<file path="src/design/cache_pkg.sv">
package cache_pkg;

	localparam int LINE_BITS   = 128;
	localparam int LINE_BYTES  = 16;
	localparam int NUM_SETS    = 4;
	localparam int NUM_WAYS    = 4;
	localparam int OFFSET_BITS = 4;
	localparam int INDEX_BITS  = 2;
	localparam int TAG_BITS    = 26;

	typedef logic [31:0]             addr_t;
	typedef logic [LINE_BITS-1:0]    line_t;
	typedef logic [LINE_BYTES-1:0]   byte_en_t;
	typedef logic [TAG_BITS-1:0]     tag_t;
	typedef logic [INDEX_BITS-1:0]   index_t;
	typedef logic [NUM_WAYS-1:0]     way_mask_t;

	// Root in bit 2, left pair in bit 1, right pair in bit 0
	typedef logic [2:0] plru_t;

	typedef enum logic [2:0] {
		IDLE,
		LOOKUP,
		WRITEBACK,
		REFILL,
		RESPOND
	} ctrl_state_t;

	// Replace the enabled bytes of a line
	function automatic line_t merge_bytes(line_t old_line, line_t new_data, byte_en_t be);
		line_t merged;
		merged = old_line;
		for (int b = 0; b < LINE_BYTES; b++) begin
			if (be[b])
				merged[8*b +: 8] = new_data[8*b +: 8];
		end
		return merged;
	endfunction

endpackage

</file>
<file path="src/design/way_if.sv">
`timescale 1ns/1ns

// Common command bus from the controller to all ways
interface way_cmd_if;
	cache_pkg::index_t    index;
	cache_pkg::tag_t      tag;
	cache_pkg::way_mask_t write_en;
	cache_pkg::way_mask_t fill_en;
	cache_pkg::byte_en_t  byte_en;
	cache_pkg::line_t     wdata;
	cache_pkg::line_t     fill_line;

	modport ctrl (output index, tag, write_en, fill_en, byte_en, wdata, fill_line);
	modport way (input index, tag, write_en, fill_en, byte_en, wdata, fill_line);
endinterface

// Merged lookup results, victim selected by the controller
interface way_result_if;
	logic                 any_hit;
	cache_pkg::way_mask_t hit_way;
	cache_pkg::line_t     hit_line;
	cache_pkg::way_mask_t valid_mask;
	cache_pkg::way_mask_t victim_way;
	logic                 victim_dirty;
	cache_pkg::tag_t      victim_tag;
	cache_pkg::line_t     victim_line;

	modport merge (output any_hit, hit_way, hit_line, valid_mask, victim_dirty, victim_tag,
		victim_line, input victim_way);
	modport ctrl (input any_hit, hit_way, hit_line, valid_mask, victim_dirty, victim_tag,
		victim_line, output victim_way);
endinterface

</file>
<file path="src/design/cache_way.sv">
`timescale 1ns/1ns

module cache_way #(
	parameter int WAY_ID = 0
) (
	input  logic             clk,
	input  logic             reset,
	way_cmd_if.way           cmd,
	output logic             hit,
	output logic             valid,
	output logic             dirty,
	output cache_pkg::tag_t  tag,
	output cache_pkg::line_t line
);

	cache_pkg::tag_t               tags  [cache_pkg::NUM_SETS];
	cache_pkg::line_t              lines [cache_pkg::NUM_SETS];
	logic [cache_pkg::NUM_SETS-1:0] valid_bits;
	logic [cache_pkg::NUM_SETS-1:0] dirty_bits;
	logic                          write_sel;
	logic                          fill_sel;

	assign write_sel = cmd.write_en[WAY_ID];
	assign fill_sel  = cmd.fill_en[WAY_ID];

	// Entry at the commanded set
	assign valid = valid_bits[cmd.index];
	assign dirty = dirty_bits[cmd.index];
	assign tag   = tags[cmd.index];
	assign line  = lines[cmd.index];
	assign hit   = valid && (tags[cmd.index] == cmd.tag);

	always_ff @(posedge clk) begin
		if (fill_sel) begin
			lines[cmd.index] <= cmd.fill_line;
			tags[cmd.index]  <= cmd.tag;
		end else if (write_sel) begin
			lines[cmd.index] <= cache_pkg::merge_bytes(lines[cmd.index], cmd.wdata,
				cmd.byte_en);
		end
	end

	always_ff @(posedge clk) begin
		if (reset) begin
			valid_bits <= '0;
			dirty_bits <= '0;
		end else if (fill_sel) begin
			valid_bits[cmd.index] <= 1'b1;
			dirty_bits[cmd.index] <= 1'b0;
		end else if (write_sel) begin
			dirty_bits[cmd.index] <= 1'b1;
		end
	end

endmodule

</file>
<file path="src/design/way_merge.sv">
`timescale 1ns/1ns

module way_merge (
	input  cache_pkg::way_mask_t                           way_hit,
	input  cache_pkg::way_mask_t                           way_valid,
	input  cache_pkg::way_mask_t                           way_dirty,
	input  cache_pkg::tag_t  [cache_pkg::NUM_WAYS-1:0]     way_tag,
	input  cache_pkg::line_t [cache_pkg::NUM_WAYS-1:0]     way_line,
	way_result_if.merge                                    res
);

	cache_pkg::line_t hit_line;
	cache_pkg::line_t victim_line;
	cache_pkg::tag_t  victim_tag;

	assign res.any_hit      = |way_hit;
	assign res.hit_way      = way_hit;
	assign res.valid_mask   = way_valid;
	assign res.victim_dirty = |(way_dirty & res.victim_way);

	// One-hot muxes, at most one hit per set
	always_comb begin
		hit_line    = '0;
		victim_line = '0;
		victim_tag  = '0;
		for (int w = 0; w < cache_pkg::NUM_WAYS; w++) begin
			if (way_hit[w])
				hit_line = hit_line | way_line[w];
			if (res.victim_way[w]) begin
				victim_line = victim_line | way_line[w];
				victim_tag  = victim_tag | way_tag[w];
			end
		end
	end

	assign res.hit_line    = hit_line;
	assign res.victim_line = victim_line;
	assign res.victim_tag  = victim_tag;

endmodule

</file>
<file path="src/design/cache_controller.sv">
`timescale 1ns/1ns

module cache_controller (
	input  logic                clk,
	input  logic                reset,
	input  logic                req,
	input  logic                write,
	input  cache_pkg::addr_t    addr,
	input  cache_pkg::byte_en_t byte_en,
	input  cache_pkg::line_t    wdata,
	output logic                ready,
	output logic                resp_valid,
	output logic                hit,
	output cache_pkg::line_t    rdata,
	output logic                mem_write_req,
	output cache_pkg::addr_t    mem_write_addr,
	output cache_pkg::line_t    mem_write_data,
	input  logic                mem_write_ack,
	output logic                mem_read_req,
	output cache_pkg::addr_t    mem_read_addr,
	input  cache_pkg::line_t    mem_read_data,
	input  logic                mem_read_ack,
	way_cmd_if.ctrl             cmd,
	way_result_if.ctrl          res
);

	cache_pkg::ctrl_state_t state;
	cache_pkg::addr_t       req_addr;
	logic                   req_write;
	cache_pkg::byte_en_t    req_byte_en;
	cache_pkg::line_t       req_wdata;
	cache_pkg::tag_t        req_tag;
	cache_pkg::index_t      req_index;
	logic                   missed;
	logic                   accept;
	logic                   victim_needs_wb;
	cache_pkg::plru_t       plru [cache_pkg::NUM_SETS];
	cache_pkg::plru_t       plru_cur;
	cache_pkg::plru_t       plru_next;
	cache_pkg::way_mask_t   victim_choice;
	cache_pkg::way_mask_t   victim_q;

	// Address split, offset is not needed since whole lines move
	assign req_tag   = req_addr[31 -: cache_pkg::TAG_BITS];
	assign req_index = req_addr[cache_pkg::OFFSET_BITS +: cache_pkg::INDEX_BITS];

	assign ready      = (state == cache_pkg::IDLE) || (state == cache_pkg::RESPOND);
	assign resp_valid = (state == cache_pkg::RESPOND);
	assign accept     = req && ready;
	assign plru_cur   = plru[req_index];

	assign cmd.index     = req_index;
	assign cmd.tag       = req_tag;
	assign cmd.byte_en   = req_byte_en;
	assign cmd.wdata     = req_wdata;
	assign cmd.fill_line = mem_read_data;
	assign cmd.write_en  = (state == cache_pkg::LOOKUP && res.any_hit && req_write) ?
		res.hit_way : '0;
	assign cmd.fill_en   = (state == cache_pkg::REFILL && mem_read_ack) ? victim_q : '0;

	// Live choice during lookup, recorded victim afterwards
	assign res.victim_way  = (state == cache_pkg::LOOKUP) ? victim_choice : victim_q;
	assign victim_needs_wb = res.victim_dirty && |(res.valid_mask & victim_choice);

	// Lowest invalid way first, else walk the tree
	always_comb begin
		victim_choice = '0;
		if (res.valid_mask != '1) begin
			for (int w = cache_pkg::NUM_WAYS - 1; w >= 0; w--) begin
				if (!res.valid_mask[w]) begin
					victim_choice    = '0;
					victim_choice[w] = 1'b1;
				end
			end
		end else if (!plru_cur[2]) begin
			victim_choice = plru_cur[1] ? 4'b0010 : 4'b0001;
		end else begin
			victim_choice = plru_cur[0] ? 4'b1000 : 4'b0100;
		end
	end

	// Point the tree away from the way just used
	always_comb begin
		case (res.hit_way)
			4'b0001: plru_next = {1'b1, 1'b1, plru_cur[0]};
			4'b0010: plru_next = {1'b1, 1'b0, plru_cur[0]};
			4'b0100: plru_next = {1'b0, plru_cur[1], 1'b1};
			4'b1000: plru_next = {1'b0, plru_cur[1], 1'b0};
			default: plru_next = plru_cur;
		endcase
	end

	always_ff @(posedge clk) begin
		if (reset) begin
			state         <= cache_pkg::IDLE;
			missed        <= 1'b0;
			hit           <= 1'b0;
			mem_write_req <= 1'b0;
			mem_read_req  <= 1'b0;
			for (int s = 0; s < cache_pkg::NUM_SETS; s++)
				plru[s] <= '0;
		end else begin
			case (state)
				cache_pkg::IDLE, cache_pkg::RESPOND: begin
					if (accept) begin
						state  <= cache_pkg::LOOKUP;
						missed <= 1'b0;
					end else begin
						state <= cache_pkg::IDLE;
					end
				end
				cache_pkg::LOOKUP: begin
					if (res.any_hit) begin
						state           <= cache_pkg::RESPOND;
						hit             <= !missed;
						plru[req_index] <= plru_next;
					end else if (victim_needs_wb) begin
						missed        <= 1'b1;
						mem_write_req <= 1'b1;
						state         <= cache_pkg::WRITEBACK;
					end else begin
						missed       <= 1'b1;
						mem_read_req <= 1'b1;
						state        <= cache_pkg::REFILL;
					end
				end
				cache_pkg::WRITEBACK: begin
					if (mem_write_ack) begin
						mem_write_req <= 1'b0;
						mem_read_req  <= 1'b1;
						state         <= cache_pkg::REFILL;
					end
				end
				cache_pkg::REFILL: begin
					// Fill strobe fires on this same edge
					if (mem_read_ack) begin
						mem_read_req <= 1'b0;
						state        <= cache_pkg::LOOKUP;
					end
				end
				default: state <= cache_pkg::IDLE;
			endcase
		end
	end

	always_ff @(posedge clk) begin
		if (accept) begin
			req_addr    <= addr;
			req_write   <= write;
			req_byte_en <= byte_en;
			req_wdata   <= wdata;
		end
		if (state == cache_pkg::LOOKUP) begin
			if (res.any_hit) begin
				rdata <= cache_pkg::merge_bytes(res.hit_line, req_wdata,
					req_write ? req_byte_en : '0);
			end else begin
				victim_q       <= victim_choice;
				mem_write_addr <= {res.victim_tag, req_index, {cache_pkg::OFFSET_BITS{1'b0}}};
				mem_write_data <= res.victim_line;
				mem_read_addr  <= {req_tag, req_index, {cache_pkg::OFFSET_BITS{1'b0}}};
			end
		end
	end

endmodule

</file>
<file path="src/design/set_assoc_cache.sv">
`timescale 1ns/1ns

module set_assoc_cache (
	input  logic                clk,
	input  logic                reset,
	input  logic                req,
	input  logic                write,
	input  cache_pkg::addr_t    addr,
	input  cache_pkg::byte_en_t byte_en,
	input  cache_pkg::line_t    wdata,
	output logic                ready,
	output logic                resp_valid,
	output logic                hit,
	output cache_pkg::line_t    rdata,
	output logic                mem_write_req,
	output cache_pkg::addr_t    mem_write_addr,
	output cache_pkg::line_t    mem_write_data,
	input  logic                mem_write_ack,
	output logic                mem_read_req,
	output cache_pkg::addr_t    mem_read_addr,
	input  cache_pkg::line_t    mem_read_data,
	input  logic                mem_read_ack
);

	way_cmd_if    cmd ();
	way_result_if res ();

	cache_pkg::way_mask_t                           way_hit;
	cache_pkg::way_mask_t                           way_valid;
	cache_pkg::way_mask_t                           way_dirty;
	cache_pkg::tag_t  [cache_pkg::NUM_WAYS-1:0]     way_tag;
	cache_pkg::line_t [cache_pkg::NUM_WAYS-1:0]     way_line;

	cache_controller u_ctrl (
		.clk            (clk),
		.reset          (reset),
		.req            (req),
		.write          (write),
		.addr           (addr),
		.byte_en        (byte_en),
		.wdata          (wdata),
		.ready          (ready),
		.resp_valid     (resp_valid),
		.hit            (hit),
		.rdata          (rdata),
		.mem_write_req  (mem_write_req),
		.mem_write_addr (mem_write_addr),
		.mem_write_data (mem_write_data),
		.mem_write_ack  (mem_write_ack),
		.mem_read_req   (mem_read_req),
		.mem_read_addr  (mem_read_addr),
		.mem_read_data  (mem_read_data),
		.mem_read_ack   (mem_read_ack),
		.cmd            (cmd),
		.res            (res)
	);

	for (genvar w = 0; w < cache_pkg::NUM_WAYS; w++) begin : g_way
		cache_way #(
			.WAY_ID (w)
		) u_way (
			.clk   (clk),
			.reset (reset),
			.cmd   (cmd),
			.hit   (way_hit[w]),
			.valid (way_valid[w]),
			.dirty (way_dirty[w]),
			.tag   (way_tag[w]),
			.line  (way_line[w])
		);
	end

	way_merge u_merge (
		.way_hit   (way_hit),
		.way_valid (way_valid),
		.way_dirty (way_dirty),
		.way_tag   (way_tag),
		.way_line  (way_line),
		.res       (res)
	);

endmodule

</file>
<file path="config.mk">
export PLATFORM = sky130hd
export DESIGN_NAME = set_assoc_cache
export DESIGN_NICKNAME = d
export VERILOG_FILES = /design/src/design/cache_pkg.sv /design/src/design/way_if.sv /design/src/design/cache_way.sv /design/src/design/way_merge.sv /design/src/design/cache_controller.sv /design/src/design/set_assoc_cache.sv
export SDC_FILE = /design/constraint.sdc
export NUM_CORES = 2
export LEC_CHECK = 0
export BUFFER_PORTS_ARGS = -buffer_cell sky130_fd_sc_hd__clkbuf_2
export CORE_MARGIN = 4
export CORE_UTILIZATION = 45
export DETAILED_ROUTE_END_ITERATION = 10
export SKIP_CTS_REPAIR_TIMING = 1
export SYNTH_ARGS = -nofsm -noshare
export SYNTH_HDL_FRONTEND = slang
export SYNTH_SLANG_ARGS = --single-unit
</file>
<file path="constraint.sdc">
create_clock -name clk -period 24.4 [get_ports clk]
set_input_delay 1.22 -clock clk [delete_from_list [all_inputs] [get_ports clk]]
set_output_delay 1.22 -clock clk [all_outputs]
set_load 0.005 [all_outputs]
</file>
Word-level counts from Yosys, hierarchy flattened

Memories as Yosys holds them, arrays and structs flattened. A register that Yosys moved wholly into a read port is not among the register bits.
Index checks and enable logic that the tools add are counted.

Output and inout port bits: 325
RAM bits: 2476
Memories kept: 9
Bits in registers: 532
Word-level logic and storage cells: 431
Bits in latches: 0
Bits in read-only memories: 0
Input bits: 310

Shifts and indexed selects: 0
Equal/unequal tests: 19
Divide/modulo/power cells: 0
Reductions and logical operators: 31
$add $sub $neg: 0
Bitwise gates (word level): 29
Multiply operators: 0
Magnitude comparators: 2
Multiplexer cells: 319

Memories:

| memory               | depth | bits a word | read ports | clocked after Yosys merged registers in | write ports | line            | text |
|---|---|---|---|---|---|---|---|
| g_way[0].u_way.lines | 4     | 128         | 1          | 1                                       | 1           | cache_way.sv:17 | `cache_pkg::line_t lines [cache_pkg::NUM_SETS];` |
| g_way[1].u_way.lines | 4     | 128         | 1          | 1                                       | 1           | cache_way.sv:17 |  |
| g_way[2].u_way.lines | 4     | 128         | 1          | 1                                       | 1           | cache_way.sv:17 |  |
| g_way[3].u_way.lines | 4     | 128         | 1          | 1                                       | 1           | cache_way.sv:17 |  |
| g_way[0].u_way.tags  | 4     | 26          | 1          | 1                                       | 1           | cache_way.sv:16 | `cache_pkg::tag_t tags [cache_pkg::NUM_SETS];` |
| g_way[1].u_way.tags  | 4     | 26          | 1          | 1                                       | 1           | cache_way.sv:16 |  |
| +3 memories          | -     | -           | -          | -                                       | -           | -               |  |

Operators by type and width:

| kind                                                                   | count |
|---|---|
| 8-bit two-way mux                                                      | 208 |
| 128-bit two-way mux                                                    | 12 |
| 128-bit OR                                                             | 6 |
| 26-bit equality test                                                   | 4 |
| 26-bit two-way mux                                                     | 4 |
| 26-bit OR                                                              | 3 |
| 4-bit two-way mux                                                      | 18 |
| 1-bit two-way mux                                                      | 47 |
| 4-bit OR                                                               | 8 |
| 4-bit AND                                                              | 6 |
| 3-bit one-hot mux with 4 select lines                                  | 2 |
| 2-bit two-way mux                                                      | 11 |
| 1-bit binary-select mux with 2-bit select                              | 8 |
| 16-bit two-way mux                                                     | 1 |
| 3-bit two-way mux                                                      | 4 |
| 2-bit nonzero test                                                     | 6 |
| 4-bit OR reduction                                                     | 3 |
| 1-bit logical AND                                                      | 10 |
| 2-bit != test (second input constant)                                  | 4 |
| 3-bit by 2-bit equality test with 1-bit output (second input constant) | 2 |
| 2-bit AND reduction                                                    | 3 |
| 5-bit AND reduction                                                    | 1 |
| 4-bit by 1-bit equality test with 1-bit output (second input constant) | 1 |
| 4-bit by 2-bit equality test with 1-bit output (second input constant) | 1 |
| 22 further kinds                                                       | 27 |

Depth between registers and ports, before layout

Depth in word-level cells: 15
Depth in mapped cells: 16
Mapped depth without buffers: 8

By module

From an unflattened synthesis, not the netlist that was laid out.

Cells, all modules: 7323
Area, all modules: 127197.0 um^2

By module, submodules not included:

| module                      | seq. area each (um^2) | area each (um^2) | cells each | instances |
|---|---|---|---|---|
| cache_way at g_way[0].u_way | 18657.9               | 25673.4          | 1360       | 1 |
| cache_way at g_way[2].u_way | 18657.9               | 25608.3          | 1359       | 1 |
| cache_way at g_way[3].u_way | 18657.9               | 25589.5          | 1359       | 1 |
| cache_way at g_way[1].u_way | 18657.9               | 25568.3          | 1355       | 1 |
| cache_controller            | 15164.5               | 18432.7          | 908        | 1 |
| way_merge                   | 0.0                   | 6324.8           | 982        | 1 |

Worst setup path before layout

No wires, ideal clock.

Path type: reg-to-reg
Start: reg (tool-made name)
End: mem u_ctrl.plru[0][0] in the netlist's numbering (enable)
Library setup time: 0.313 ns
Data arrival time: 9.580 ns
Stages on the path, launching flop included: 12
Slack: 14.507 ns
Path buffers: 4
Clock period less this slack: 9.893 ns
Required time: 24.087 ns
Path through: dfxtp_1 > buf_2 > buf_2 > buf_6 > buf_6 > mux2i_1 > o2bb2ai_1 > o41ai_1 > nand4_1 > nand4bb_1 > a41oi_1 > a21o_1

RTL lines:

| item      | line                   | text |
|---|---|---|
| to (decl) | cache_controller.sv:37 | `cache_pkg::plru_t plru [cache_pkg::NUM_SETS];` |

==> results.json <==
{
  "status": "finished, final reports clean",
  "die_y_microns": 535,
  "cts.sinks": 3004,
  "cts.path.max_buffers": 4,
  "yosys.area.top_type": "edfxtp_1",
  "powerDensity_nw_per_um2": 89.7,
  "final_hold_viol_count": 0,
  "grt_pass1_wl_microns": 530000,
  "track_usage": 0.255,
  "ios": 635,
  "crit_path_top_delay_cell": "dfxtp_4",
  "final_cells": 11800,
  "hold_class": "reg -> reg",
  "seq_area_frac_synth": 0.718,
  "synth_top_area_frac": 0.711,
  "io_buffers": 622,
  "fmaxAchievable_mhz": 109,
  "dpl.cell_count": 11200,
  "fin_worst_skew_ps": 58.2,
  "ys_top_cells_by_area": "edfxtp_1 71%, mux4_2 11%, mux2i_1 4.8%",
  "synth_edf_count": 2963,
  "layout.nets": 8121,
  "whs_ps": 461,
  "die-area_sq_um": 287000,
  "worst-setup-path-type": "reg -> reg",
  "worstPathMaxFanout": 101,
  "vias": 73200,
  "worst_setup_path_start_kind": "register",
  "dr.pass1.iters": 10,
  "insertion_delay_ps": 920,
  "min_period_ps": 9180,
  "cts_tree": "done",
  "synth_ff_type": "edfxtp_1",
  "ys_seq_elements": 3004,
  "gp_congestion": 0.808,
  "finalWirelength_microns": 373000,
  "critPathArrivalTime_ps": 9700,
  "fillers": 22500,
  "path_cells": "buf_12 -> buf_4 -> mux4_2 -> xnor2_1 -> o211ai_1 -> nor4_1 -> and4_4 -> nand3_4 -> buf_4 -> a21oi_4 -> buf_4 -> buf_4",
  "power_leakage_nw": 48.5,
  "drtIter0Drc": 10100,
  "ant_nets": 0,
  "antenna_found_initial": 37,
  "crit_top_cell": "buf_4",
  "drive_above_1_share": 0.237,
  "regToRegSetupSlack_ps": 15220,
  "ys_types": 66,
  "wl_per_cell_microns": 31.6,
  "slew_headroom": 0.0788,
  "drt_drc_violations_left": 0,
  "placementRows": 193,
  "setup_viol": 0,
  "placed_cell_area_sq_um": 132000,
  "die_x_microns": 535,
  "final_area_sq_um": 143000,
  "critPathRequiredTime_ps": 24920,
  "clk_pin_slew_ps": 60,
  "synth-async-reset-ratio": 0,
  "htreeDepth": 5,
  "slowest_delay_ps": 920,
  "cts_buffers": 327,
  "synthToLayoutAreaGrowth_pct": 14.1,
  "viasPerCell": 6.21,
  "fin_util": 0.516,
  "cp-end-kind": "register",
  "cts_root_buffer": "clkbuf_16",
  "initial_utilization": 0.452,
  "avgSynthCellArea_sq_um": 17.4,
  "fin_crit_sh": 0.376,
  "hpwl_microns": 212000,
  "grt_start_max_net_pins": 135,
  "slew_violations": 0,
  "gr-total-overflow": 0,
  "synthesis.instances": 7195,
  "core_area_sq_um": 277000,
  "finalSetupTns_ps": 0,
  "rsz0062_at_grt": "no",
  "grt_pass1_vias": 73100,
  "ys_warn_count": 0,
  "maxCapViolCount": 0,
  "tightest_slew_ps": 1380,
  "syn-cell-area_sq_um": 125000,
  "ir_drop_mv": 0.0639
}
## metal layers
metal / GRT usage / up-vias / wire length [microns]
li1: - / 30400 / -
met1: 0.358 / 38100 / 148000
met2: 0.402 / 3970 / 175000
met3: 0.0415 / 745 / 34400
met4: 0.101 / 16 / 15800
met5: 0 / - / 103
## layout by cell type, fill, tap and decap left out, types with 9 or more instances in the layout
cell / n
nand2_1: 876
dfxtp_1: 39
clkbuf_2: 622
a222oi_1: 150
xnor2_1: 82
bufinv_16: 27
a21oi_1: 31
nand2b_1: 9
a22oi_1: 263
a31oi_1: 132
clkbuf_1: 59
inv_1: 13
clkinvlp_4: 12
o21ai_0: 179
nor2_1: 185
buf_4: 161
mux4_2: 598
a21oi_4: 16
xor2_1: 13
clkinv_1: 65
diode_2: 18
nand3_1: 17
o211ai_1: 9
clkinv_16: 10
o21ai_1: 341
buf_12: 11
nor2_4: 13
edfxtp_1: 2963
nor3_1: 21
mux2i_1: 598
clkinv_2: 58
nand4_1: 22
clkbuf_16: 328
## kinds of logic (layout without fill, tap and decap cells)
kind of cell,Yosys count,after routing,share of synthesized area
AND/OR/NAND/NOR,1194,1194,0.0384
AO/OA/AOI/OAI,1167,1167,0.0607
XOR/XNOR,95,95,0.00665
multiplexers,1204,1204,0.156
flip-flops,3004,3004,0.718
buffers and inverters,530,1392,0.0206
other,1,26,0.0000300
## cell usage after synthesis, types with 47 or more instances
cell / count
o21ai_1: 341
xnor2_1: 82
nand2_1: 876
buf_2: 152
a22oi_1: 263
o21ai_0: 179
mux2i_1: 598
a21oi_1: 47
mux4_2: 598
nor2_1: 202
clkbuf_1: 257
a222oi_1: 150
a31oi_1: 132
edfxtp_1: 2963
## worst paths after layout
| path | from | to | cells past startpoint |
|---|---|---|---|
| worst max-delay path | register | g_way[3].u_way.lines[2][9]$_DFFE_PP_ | 12 |
| worst min-delay path | u_ctrl.missed$_SDFFE_PP0P_ | u_ctrl.missed$_SDFFE_PP0P_ | 2 |
| worst max register to register | register | g_way[3].u_way.lines[2][9]$_DFFE_PP_ | 12 |
| worst min register to register | u_ctrl.missed$_SDFFE_PP0P_ | u_ctrl.missed$_SDFFE_PP0P_ | 2 |
## critical path, delay by kind of cell, from the launching register on
kind / cells / cell delay [ps]
buf+inv: 5 / 3610
simple gates: 3 / 2260
flops: 1 / 920
compound gates: 2 / 790
mux: 1 / 630
xor+xnor: 1 / 340
## where the power goes
| part | leakage, nW | switching, W | internal (W) |
|---|---|---|---|
| Sequential | 27.1 | 0.000125 | 0.00589 |
| Combinational | 16.3 | 0.00120 | 0.000738 |
| Clock | 5.10 | 0.00207 | 0.00279 |
| Total | 48.5 | 0.00339 | 0.00941 |
## layout make-up
type / instances / area, sq um / area share
Timing Repair Buffer: 794 / 4540 / 0.0318
Clock inverter: 192 / 2030 / 0.0142
Tap cell: 3705 / 4640 / 0.0325
Antenna cell: 18 / 45.0 / 0.000315
Clock buffer: 390 / 8470 / 0.0593
Inverter: 16 / 75.1 / 0.000526
Multi-Input combinational cell: 3668 / 33200 / 0.233
Sequential cell: 3004 / 89800 / 0.629
## state kept, by name, indices dropped and copies added, names as in the netlist, 26 cells and up, named ones only
signal	flops
g_way.u_way.lines	2048
g_way.u_way.tags	416
u_ctrl.cmd.wdata	128
u_ctrl.mem_write_data	128
u_ctrl.rdata	128
u_ctrl.mem_write_addr	28
u_ctrl.req_addr	28
u_ctrl.mem_read_addr	26
## through the flow
stage / setup WS, ps / power, W
detailed placement: 15000 / 0.00805
global placement: 15070 / 0.00803
CTS: 15010 / 0.0129
floorplan: 14510 / 0.00738
global route: 14700 / 0.0133
finish: 15220 / 0.0128
(Power assumes the default switching activity.)
